<file path="config.mk">
export PLATFORM = sky130hd
export DESIGN_NAME = ulpi_encoder
export DESIGN_NICKNAME = d
export VERILOG_FILES = /design/src/ulpi_pkg.sv /design/src/usb_crc16.sv /design/src/ulpi_eop_timer.sv /design/src/ulpi_tx_datapath.sv /design/src/ulpi_tx_fsm.sv /design/src/ulpi_encoder.sv
export VERILOG_INCLUDE_DIRS = /design/src
export SDC_FILE = /design/constraint.sdc
export NUM_CORES = 1
export LEC_CHECK = 0
export ABC_AREA = 1
export BUFFER_PORTS_ARGS = -buffer_cell sky130_fd_sc_hd__buf_4
export CAP_MARGIN = 0
export CORE_MARGIN = 4
export CORE_UTILIZATION = 55
export CTS_BUF_LIST = sky130_fd_sc_hd__clkbuf_16
export CTS_CLUSTER_DIAMETER = 30
export CTS_CLUSTER_SIZE = 14
export DETAILED_ROUTE_END_ITERATION = 10
export GPL_TIMING_DRIVEN = 0
export PLACE_DENSITY_LB_ADDON = 0.2
export RECOVER_POWER = 100
export SETUP_SLACK_MARGIN = 0.15
export SYNTH_ARGS = -nofsm -noshare
export SYNTH_HDL_FRONTEND = slang
export SYNTH_SLANG_ARGS = --single-unit
</file>
<file path="constraint.sdc">
create_clock -name clock -period 2.3 [get_ports clock]
set_clock_uncertainty 0.1 [all_clocks]
set_input_delay 0.345 -clock clock [delete_from_list [all_inputs] [get_ports clock]]
set_output_delay 0.345 -clock clock [all_outputs]
set_load 0.02 [all_outputs]
</file>
<file path="src/ulpi_defines.svh">
`ifndef ULPI_DEFINES_SVH
`define ULPI_DEFINES_SVH

// Upper nibble of the ULPI transmit command byte, the PID fills the low nibble
`define ULPI_TXCMD_PREFIX 4'b0100

// Upper bits of the ULPI register-write command byte, the address fills the rest
`define ULPI_REGW_PREFIX 2'b10

// Cycles the link waits for the PHY to report end of packet
`define ULPI_EOP_TIMEOUT 64

// LineState value for SE0, seen at the end of a transmitted packet
`define ULPI_LS_EOP 2'b00

`endif

</file>
<file path="src/ulpi_pkg.sv">
package ulpi_pkg;

  typedef logic [7:0] ulpi_byte_t;
  typedef logic [3:0] usb_pid_t;
  typedef logic [15:0] crc16_t;
  typedef logic [1:0] line_state_t;

  // Transmit and register-write sequencer states
  typedef enum logic [3:0] {
    IDLE,
    TXCMD,
    DATA,
    CRC_LO,
    CRC_HI,
    STOP,
    EOP_WAIT,
    REG_ADDR,
    REG_DATA,
    REG_STOP
  } tx_state_e;

  // Source of the next byte driven onto the ULPI bus
  typedef enum logic [2:0] {
    SEL_NOP,
    SEL_TXCMD,
    SEL_DATA,
    SEL_CRC_LO,
    SEL_CRC_HI,
    SEL_REG_ADDR,
    SEL_REG_DATA
  } byte_sel_e;

  typedef struct packed {
    logic       write;
    logic [5:0] addr;
    ulpi_byte_t data;
  } phy_req_t;

  typedef struct packed {
    logic busy;
    logic done;
    logic timeout;
    logic abort;
  } tx_status_t;

endpackage

</file>
<file path="src/usb_crc16.sv">
module usb_crc16
  import ulpi_pkg::*;
(
  input  logic       clock,
  input  logic       reset,
  input  logic       init_i,
  input  logic       update_i,
  input  ulpi_byte_t data_i,
  output crc16_t     crc_o
);

  crc16_t crc_q;

  // One byte through the reflected polynomial, LSB first
  function automatic crc16_t crc16_byte(input crc16_t crc, input ulpi_byte_t data);
    crc16_t c;
    c = crc ^ {8'h00, data};
    for (int i = 0; i < 8; i++) begin
      if (c[0]) begin
        c = (c >> 1) ^ 16'hA001;
      end else begin
        c = c >> 1;
      end
    end
    return c;
  endfunction

  always_ff @(posedge clock) begin
    if (reset || init_i) begin
      crc_q <= 16'hFFFF;
    end else if (update_i) begin
      crc_q <= crc16_byte(crc_q, data_i);
    end
  end

  // Residue is inverted before it goes on the wire, low byte first
  assign crc_o = ~crc_q;

endmodule

</file>
<file path="src/ulpi_eop_timer.sv">
`include "ulpi_defines.svh"

module ulpi_eop_timer (
  input  logic clock,
  input  logic reset,
  input  logic start_i,
  input  logic clear_i,
  output logic expired_o
);

  localparam int CountWidth = $clog2(`ULPI_EOP_TIMEOUT + 1);

  logic [CountWidth-1:0] count_q;
  logic                  expired_q;

  always_ff @(posedge clock) begin
    if (reset) begin
      count_q   <= '0;
      expired_q <= 1'b0;
    end else if (start_i) begin
      count_q   <= CountWidth'(`ULPI_EOP_TIMEOUT);
      expired_q <= 1'b0;
    end else if (clear_i) begin
      count_q   <= '0;
      expired_q <= 1'b0;
    end else begin
      // Single pulse on the step from one down to zero
      expired_q <= (count_q == CountWidth'(1));
      if (count_q != '0) begin
        count_q <= count_q - 1'b1;
      end
    end
  end

  assign expired_o = expired_q;

  // The FSM only starts the timer on leaving STOP and clears it from EOP_WAIT
  start_clear_exclusive : assert property (
    @(posedge clock) disable iff (reset) !(start_i && clear_i)
  ) else $error("EOP timer started and cleared together");

endmodule

</file>
<file path="src/ulpi_tx_datapath.sv">
`include "ulpi_defines.svh"

module ulpi_tx_datapath
  import ulpi_pkg::*;
(
  input  logic       clock,
  input  logic       reset,

  input  ulpi_byte_t s_tdata_i,
  input  usb_pid_t   s_tpid_i,
  input  phy_req_t   phy_req_i,
  input  logic       ulpi_dir_i,

  input  byte_sel_e  byte_sel_i,
  input  logic       load_i,
  input  logic       take_i,

  output ulpi_byte_t ulpi_data_o
);

  ulpi_byte_t txcmd_byte;
  ulpi_byte_t regw_byte;
  ulpi_byte_t next_byte;
  ulpi_byte_t data_q;
  crc16_t     crc;
  logic       crc_init;

  // The PID is taken from the stream along with the command byte load
  assign txcmd_byte = {`ULPI_TXCMD_PREFIX, s_tpid_i};
  assign regw_byte  = {`ULPI_REGW_PREFIX, phy_req_i.addr};

  // New packet restarts the CRC, each accepted payload byte folds in
  assign crc_init = load_i && (byte_sel_i == SEL_TXCMD);

  usb_crc16 u_crc16 (
    .clock   (clock),
    .reset   (reset),
    .init_i  (crc_init),
    .update_i(take_i),
    .data_i  (s_tdata_i),
    .crc_o   (crc)
  );

  always_comb begin
    case (byte_sel_i)
      SEL_TXCMD:    next_byte = txcmd_byte;
      SEL_DATA:     next_byte = s_tdata_i;
      SEL_CRC_LO:   next_byte = crc[7:0];
      SEL_CRC_HI:   next_byte = crc[15:8];
      SEL_REG_ADDR: next_byte = regw_byte;
      SEL_REG_DATA: next_byte = phy_req_i.data;
      default:      next_byte = '0;
    endcase
  end

  // Output byte is held until the FSM asks for the next one
  always_ff @(posedge clock) begin
    if (reset || ulpi_dir_i) begin
      data_q <= '0;
    end else if (load_i) begin
      data_q <= next_byte;
    end
  end

  // PHY owns the bus while dir is high, so the link drives zeros
  assign ulpi_data_o = ulpi_dir_i ? '0 : data_q;

endmodule

</file>
<file path="src/ulpi_tx_fsm.sv">
`include "ulpi_defines.svh"

module ulpi_tx_fsm
  import ulpi_pkg::*;
(
  input  logic        clock,
  input  logic        reset,

  input  logic        s_tvalid_i,
  input  logic        s_tlast_i,
  input  phy_req_t    phy_req_i,

  input  logic        ulpi_dir_i,
  input  logic        ulpi_nxt_i,
  input  line_state_t line_state_i,
  input  logic        timer_expired_i,

  output logic        s_tready_o,
  output byte_sel_e   byte_sel_o,
  output logic        load_byte_o,
  output logic        take_byte_o,
  output logic        timer_start_o,
  output logic        timer_clear_o,
  output logic        ulpi_stp_o,
  output tx_status_t  status_o
);

  tx_state_e state_q;
  tx_state_e state_d;
  logic      dir_q;
  logic      last_q;
  logic      done_q;
  logic      done_d;
  logic      timeout_q;
  logic      timeout_d;
  logic      abort_q;
  logic      abort_d;
  logic      bus_free;
  logic      eop_seen;
  logic      needs_byte;

  // One turnaround cycle after the PHY releases the bus
  assign bus_free = !ulpi_dir_i && !dir_q;

  // PHY reports SE0 through an RX command while it owns the bus
  assign eop_seen = ulpi_dir_i && !ulpi_nxt_i && (line_state_i == `ULPI_LS_EOP);

  // Another payload byte is due once the held byte is accepted
  assign needs_byte = (state_q == TXCMD) || ((state_q == DATA) && !last_q);

  assign s_tready_o  = !ulpi_dir_i && ulpi_nxt_i && needs_byte;
  assign take_byte_o = s_tvalid_i && s_tready_o;

  assign ulpi_stp_o = (state_q == STOP) || (state_q == REG_STOP);

  always_comb begin
    state_d       = state_q;
    byte_sel_o    = SEL_NOP;
    load_byte_o   = 1'b0;
    timer_start_o = 1'b0;
    timer_clear_o = 1'b0;
    done_d        = 1'b0;
    timeout_d     = 1'b0;
    abort_d       = 1'b0;

    if (ulpi_dir_i && (state_q != IDLE) && (state_q != EOP_WAIT)) begin
      // PHY took the bus mid-transfer
      state_d     = IDLE;
      load_byte_o = 1'b1;
      abort_d     = 1'b1;
    end else begin
      case (state_q)
        IDLE: begin
          if (bus_free && phy_req_i.write) begin
            state_d     = REG_ADDR;
            byte_sel_o  = SEL_REG_ADDR;
            load_byte_o = 1'b1;
          end else if (bus_free && s_tvalid_i) begin
            state_d     = TXCMD;
            byte_sel_o  = SEL_TXCMD;
            load_byte_o = 1'b1;
          end
        end
        TXCMD: begin
          if (take_byte_o) begin
            state_d     = DATA;
            byte_sel_o  = SEL_DATA;
            load_byte_o = 1'b1;
          end
        end
        DATA: begin
          if (ulpi_nxt_i && last_q) begin
            state_d     = CRC_LO;
            byte_sel_o  = SEL_CRC_LO;
            load_byte_o = 1'b1;
          end else if (take_byte_o) begin
            byte_sel_o  = SEL_DATA;
            load_byte_o = 1'b1;
          end
        end
        CRC_LO: begin
          if (ulpi_nxt_i) begin
            state_d     = CRC_HI;
            byte_sel_o  = SEL_CRC_HI;
            load_byte_o = 1'b1;
          end
        end
        CRC_HI: begin
          if (ulpi_nxt_i) begin
            state_d     = STOP;
            load_byte_o = 1'b1;
          end
        end
        STOP: begin
          state_d       = EOP_WAIT;
          timer_start_o = 1'b1;
        end
        EOP_WAIT: begin
          if (eop_seen) begin
            state_d       = IDLE;
            timer_clear_o = 1'b1;
            done_d        = 1'b1;
          end else if (timer_expired_i) begin
            state_d   = IDLE;
            timeout_d = 1'b1;
          end
        end
        REG_ADDR: begin
          if (ulpi_nxt_i) begin
            state_d     = REG_DATA;
            byte_sel_o  = SEL_REG_DATA;
            load_byte_o = 1'b1;
          end
        end
        REG_DATA: begin
          // Done lines up with the stop cycle
          if (ulpi_nxt_i) begin
            state_d     = REG_STOP;
            load_byte_o = 1'b1;
            done_d      = 1'b1;
          end
        end
        default: begin
          state_d = IDLE;
        end
      endcase
    end
  end

  always_ff @(posedge clock) begin
    if (reset) begin
      state_q   <= IDLE;
      dir_q     <= 1'b0;
      last_q    <= 1'b0;
      done_q    <= 1'b0;
      timeout_q <= 1'b0;
      abort_q   <= 1'b0;
    end else begin
      state_q   <= state_d;
      dir_q     <= ulpi_dir_i;
      done_q    <= done_d;
      timeout_q <= timeout_d;
      abort_q   <= abort_d;
      if (take_byte_o) begin
        last_q <= s_tlast_i;
      end
    end
  end

  assign status_o.busy    = (state_q != IDLE);
  assign status_o.done    = done_q;
  assign status_o.timeout = timeout_q;
  assign status_o.abort   = abort_q;

  // Upstream must keep bytes coming until tlast, no underrun recovery
  no_underrun : assert property (
    @(posedge clock) disable iff (reset)
    (needs_byte && !ulpi_dir_i) |-> s_tvalid_i
  ) else $error("Transmit stream underrun");

  single_stop : assert property (
    @(posedge clock) disable iff (reset) ulpi_stp_o |=> !ulpi_stp_o
  ) else $error("ULPI stop held for more than one cycle");

endmodule

</file>
<file path="src/ulpi_encoder.sv">
module ulpi_encoder
  import ulpi_pkg::*;
(
  input  logic        clock,
  input  logic        reset,

  // Transmit byte stream
  input  logic        s_tvalid_i,
  output logic        s_tready_o,
  input  logic        s_tlast_i,
  input  usb_pid_t    s_tpid_i,
  input  ulpi_byte_t  s_tdata_i,

  input  phy_req_t    phy_req_i,

  // ULPI PHY side
  input  logic        ulpi_dir_i,
  input  logic        ulpi_nxt_i,
  input  line_state_t line_state_i,
  output logic        ulpi_stp_o,
  output ulpi_byte_t  ulpi_data_o,

  output tx_status_t  status_o
);

  byte_sel_e byte_sel;
  logic      load_byte;
  logic      take_byte;
  logic      timer_start;
  logic      timer_clear;
  logic      timer_expired;

  ulpi_tx_fsm u_fsm (
    .clock          (clock),
    .reset          (reset),
    .s_tvalid_i     (s_tvalid_i),
    .s_tlast_i      (s_tlast_i),
    .phy_req_i      (phy_req_i),
    .ulpi_dir_i     (ulpi_dir_i),
    .ulpi_nxt_i     (ulpi_nxt_i),
    .line_state_i   (line_state_i),
    .timer_expired_i(timer_expired),
    .s_tready_o     (s_tready_o),
    .byte_sel_o     (byte_sel),
    .load_byte_o    (load_byte),
    .take_byte_o    (take_byte),
    .timer_start_o  (timer_start),
    .timer_clear_o  (timer_clear),
    .ulpi_stp_o     (ulpi_stp_o),
    .status_o       (status_o)
  );

  ulpi_eop_timer u_eop_timer (
    .clock    (clock),
    .reset    (reset),
    .start_i  (timer_start),
    .clear_i  (timer_clear),
    .expired_o(timer_expired)
  );

  ulpi_tx_datapath u_datapath (
    .clock      (clock),
    .reset      (reset),
    .s_tdata_i  (s_tdata_i),
    .s_tpid_i   (s_tpid_i),
    .phy_req_i  (phy_req_i),
    .ulpi_dir_i (ulpi_dir_i),
    .byte_sel_i (byte_sel),
    .load_i     (load_byte),
    .take_i     (take_byte),
    .ulpi_data_o(ulpi_data_o)
  );

endmodule

</file>
==> PnR_summary.wiki <==
{| class="wikitable"
! Metric !! Value
|-
| Run status || finished clean
|-
| Shortest clock period the worst path allows after layout || between 2000 and 2500 ps
|-
| TritonCTS Buffers || 5
|-
| CORE AREA || approximately 4800 µm²
|-
| Layout cell share with drive strength beyond 1 || 0.206
|-
| RSZ-0062 raised after global routing || false
|-
| Master cell of the clock root buffer || sky130_fd_sc_hd__clkbuf_16
|-
| Final number of max-transition violations || 0
|-
| Maximum VDD drop || 0.503 mV
|-
| Clock slew at reported path FFs || 60 ps
|-
| Count of endpoints failing hold in the final timing report || 0
|-
| Start point of the worst hold path || reset
|-
| Max-cap violations || 0
|-
| Category of the worst setup path launch point || flip-flop
|-
| Library cell with the largest summed area after synthesis || sky130_fd_sc_hd__dfxtp_1
|-
| Via count of the first global-routing pass || ~2700
|-
| Final count of negative-setup-slack endpoints || 0
|-
| Ranking of synthesized cells by area || sky130_fd_sc_hd__dfxtp_1 (29%), sky130_fd_sc_hd__nand2_1 (16%), sky130_fd_sc_hd__nor2_1 (8.3%), sky130_fd_sc_hd__inv_1 (7.8%), sky130_fd_sc_hd__nand3_1 (5.9%)
|-
| Antenna violations before repair || 0
|-
| Crit path kind || flip-flop to flip-flop
|-
| Period utilisation layout || 0.897
|-
| DRT Pass-1 Iters || 5
|-
| Kind of end point of the critical path || flip-flop
|-
| Iteration-0 DRC count of the detailed router || roughly 320
|-
| Leak Pwr || 1.76 nW
|-
| Minimum setup slack after placement || 311 ps
|-
| Power density normalized to cell area || just under 900 nW/µm²
|-
| Synthesized area || 2800 µm²
|-
| Layout Nets || 522
|-
| Synth Warn # || 0
|-
| Largest net degree at the start of global routing || 14
|-
| Weighted congestion at the end of routability-driven global placement || between 0.9 and 1
|-
| Layout overhead on the synthesized area || 21.2%
|-
| Source of the critical timing path || u_fsm.state_q[0]$_SDFFE_PP0P_
|-
| Number of unique standard cell types used by synthesis || ~40
|-
| Number of port buffers || 47
|-
| Maximum clock rate || 485 MHz
|-
| Sequential element share of the synthesized area || 0.293
|-
| Global-route wire length before repair || about 12000 µm
|-
| Grt total ovfl || 0
|-
| Share of the synthesized area in the top cell type || 0.293
|-
| Insertion delay to the later sink of the worst-skew pair || 280 ps
|-
| Tightest hold margin || 162 ps
|-
| Total I/O pin count || 49
|-
| Number of nets in the synthesized netlist || 463
|-
| Length of routed wiring on met1 || 3280 µm
|-
| Average size of a mapped cell || around 6.6 µm²
|-
| Worst slew margin relative to its limit || 0.618
|-
| Average routed wire per standard cell || 13.4 µm
|-
| # DRC || 0
|-
| Die W || 79.4 µm
|-
| Cell row count || 25
|-
| Reg-to-reg startpoint || u_fsm.state_q[0]$_SDFFE_PP0P_
|-
| Antenna Nets Post-Route || 0
|-
| HP Class || input port to flip-flop
|-
| Drt via density || around 5.3
|-
| Detail Route met3 WL || around 640 µm
|-
| Aggregate negative setup slack || 0 ps
|-
| WL met2 || 3420 µm
|-
| Top routing layer used || met4
|-
| Data arrival, critical path || 2140 ps
|-
| Total routed wirelength || 7430 µm
|-
| Number of buffers inserted by hold repair at cts || 0
|-
| Seq cells post-synth || 41
|-
| Deepest clock path buffer count || 2
|-
| Via count || 2915
|-
| Final cell utilization of the core || 0.704
|-
| Overall track demand over capacity in global routing || 0.244
|-
| Crit-path max FO || 8
|-
| Worst setup margin || 237 ps
|-
| DIE HEIGHT || about 79 µm
|-
| Total inserted antenna cells || 0
|-
| H-tree level count || 2
|-
| Actual slew at the worst max-slew pin || 573 ps
|-
| Total Power Consumption || slightly below 3 mW
|-
| FF-to-FF setup slack || ~240 ps
|-
| Die Outline Area || 6300 µm²
|-
| Worst EP required || 2380 ps
|-
| Clock sink count || just over 40
|-
| Synthesized instance count || 426
|-
| TritonCTS clock tree || yes
|-
| Initial core utilization || 0.581
|-
| HPWL reported at the end of detailed placement || 5500 µm
|}
==> Yosys cell counts, drive strengths merged <==
cell type	number
a211oi	1
a21oi	10
and3	1
buf	11
clkbuf	1
clkinv	1
dfxtp	41
ha	2
inv	65
nand2	127
nand3	38
nand3b	3
nand4	10
nor2	68
nor3	5
nor4	1
o211ai	11
o21ai	13
o22ai	2
o311ai	2
o31ai	1
or2	2
or3	1
xnor2	8
xor2	1
==> report_power, final <==
part / switching, mW / internal, mW
combinational: 0.838 / 0.500
sequential: 0.0996 / 0.835
clock: 0.292 / 0.398
total: 1.23 / 1.73
==> state kept, by name, indices dropped and copies added, names as in the netlist <==
register / count
u_eop_timer.expired_o: 1
u_fsm.state_q: 4
u_fsm.last_q: 1
u_datapath.data_q: 8
u_fsm.abort_q: 1
u_fsm.dir_q: 1
u_eop_timer.count_q: 7
u_fsm.done_q: 1
u_fsm.timeout_q: 1
u_datapath.u_crc16.crc_q: 16
==> logic make-up (layout without fill, tap and decap cells) <==
| logic type | Yosys count | in the layout | synth area share |
|---|---|---|---|
| simple gates | 256 | 256 | 0.433 |
| buf+inv | 78 | 138 | 0.129 |
| flops | 41 | 41 | 0.293 |
| compound gates | 40 | 40 | 0.108 |
| xor+xnor | 9 | 9 | 0.0282 |
| fa+ha+maj | 2 | 2 | 0.00894 |
==> placed cells by master, fill, tap and decap left out, drive strengths merged, types with 2 or more instances in the layout <==
cell	Yosys	routed
a21oi	10	10
buf	11	49
clkbuf	1	20
clkinv	1	2
clkinvlp	0	2
dfxtp	41	41
ha	2	2
inv	65	65
nand2	127	127
nand3	38	38
nand3b	3	3
nand4	10	10
nor2	68	68
nor3	5	5
o211ai	11	11
o21ai	13	13
o22ai	2	2
o311ai	2	2
or2	2	2
xnor2	8	8
==> stage by stage <==
step,cells,cell area (µm²)
finish,553,3390
global route,553,3390
CTS,548,3380
detailed placement,540,3240
global placement,540,3240
floorplan,426,2800
==> layer usage <==
layer,vias to the layer above,track usage
met5,-,0
met4,0,0.0533
met3,11,0.0488
met2,124,0.410
met1,1319,0.324
li1,1461,-
==> critical path: stages, from the launching register on <==
cell and delay [ps]:
sky130_fd_sc_hd__dfxtp_1 400, sky130_fd_sc_hd__inv_1 140, sky130_fd_sc_hd__nor2_1 180, sky130_fd_sc_hd__nand2_2 120, sky130_fd_sc_hd__o21ai_4 100, sky130_fd_sc_hd__nand3_4 130
sky130_fd_sc_hd__clkinv_4 100, sky130_fd_sc_hd__o22ai_2 80, sky130_fd_sc_hd__nor3_4 350, sky130_fd_sc_hd__nand3_1 130, sky130_fd_sc_hd__nand2_1 90, sky130_fd_sc_hd__nor2_1 40
==> layout make-up <==
cell class	instances	area, µm²
timing repair buffer	52	358
inverter	66	258
clock inverter	3	18.8
multi-input combinational	307	1630
tap	67	83.8
buffer	12	101
sequential	41	823
fill	428	1420
clock buffer	5	125
==> path summary, 6_finish.rpt <==
kind	end	cells past startpoint
worst min-delay path	u_fsm.dir_q$_SDFF_PP0_	2
worst max register to register	u_fsm.state_q[0]$_SDFFE_PP0P_	11
worst min register to register	u_fsm.timeout_q$_SDFF_PP0_	2
worst max-delay path	u_fsm.state_q[0]$_SDFFE_PP0P_	11
==> repair_timing <==
item                                    in CTS  in global routing
setup buffers                                0                  5
endpoints found under the setup margin       0                  6
gates resized for setup                      0                  9
Power figures use the tool's default switching activity.
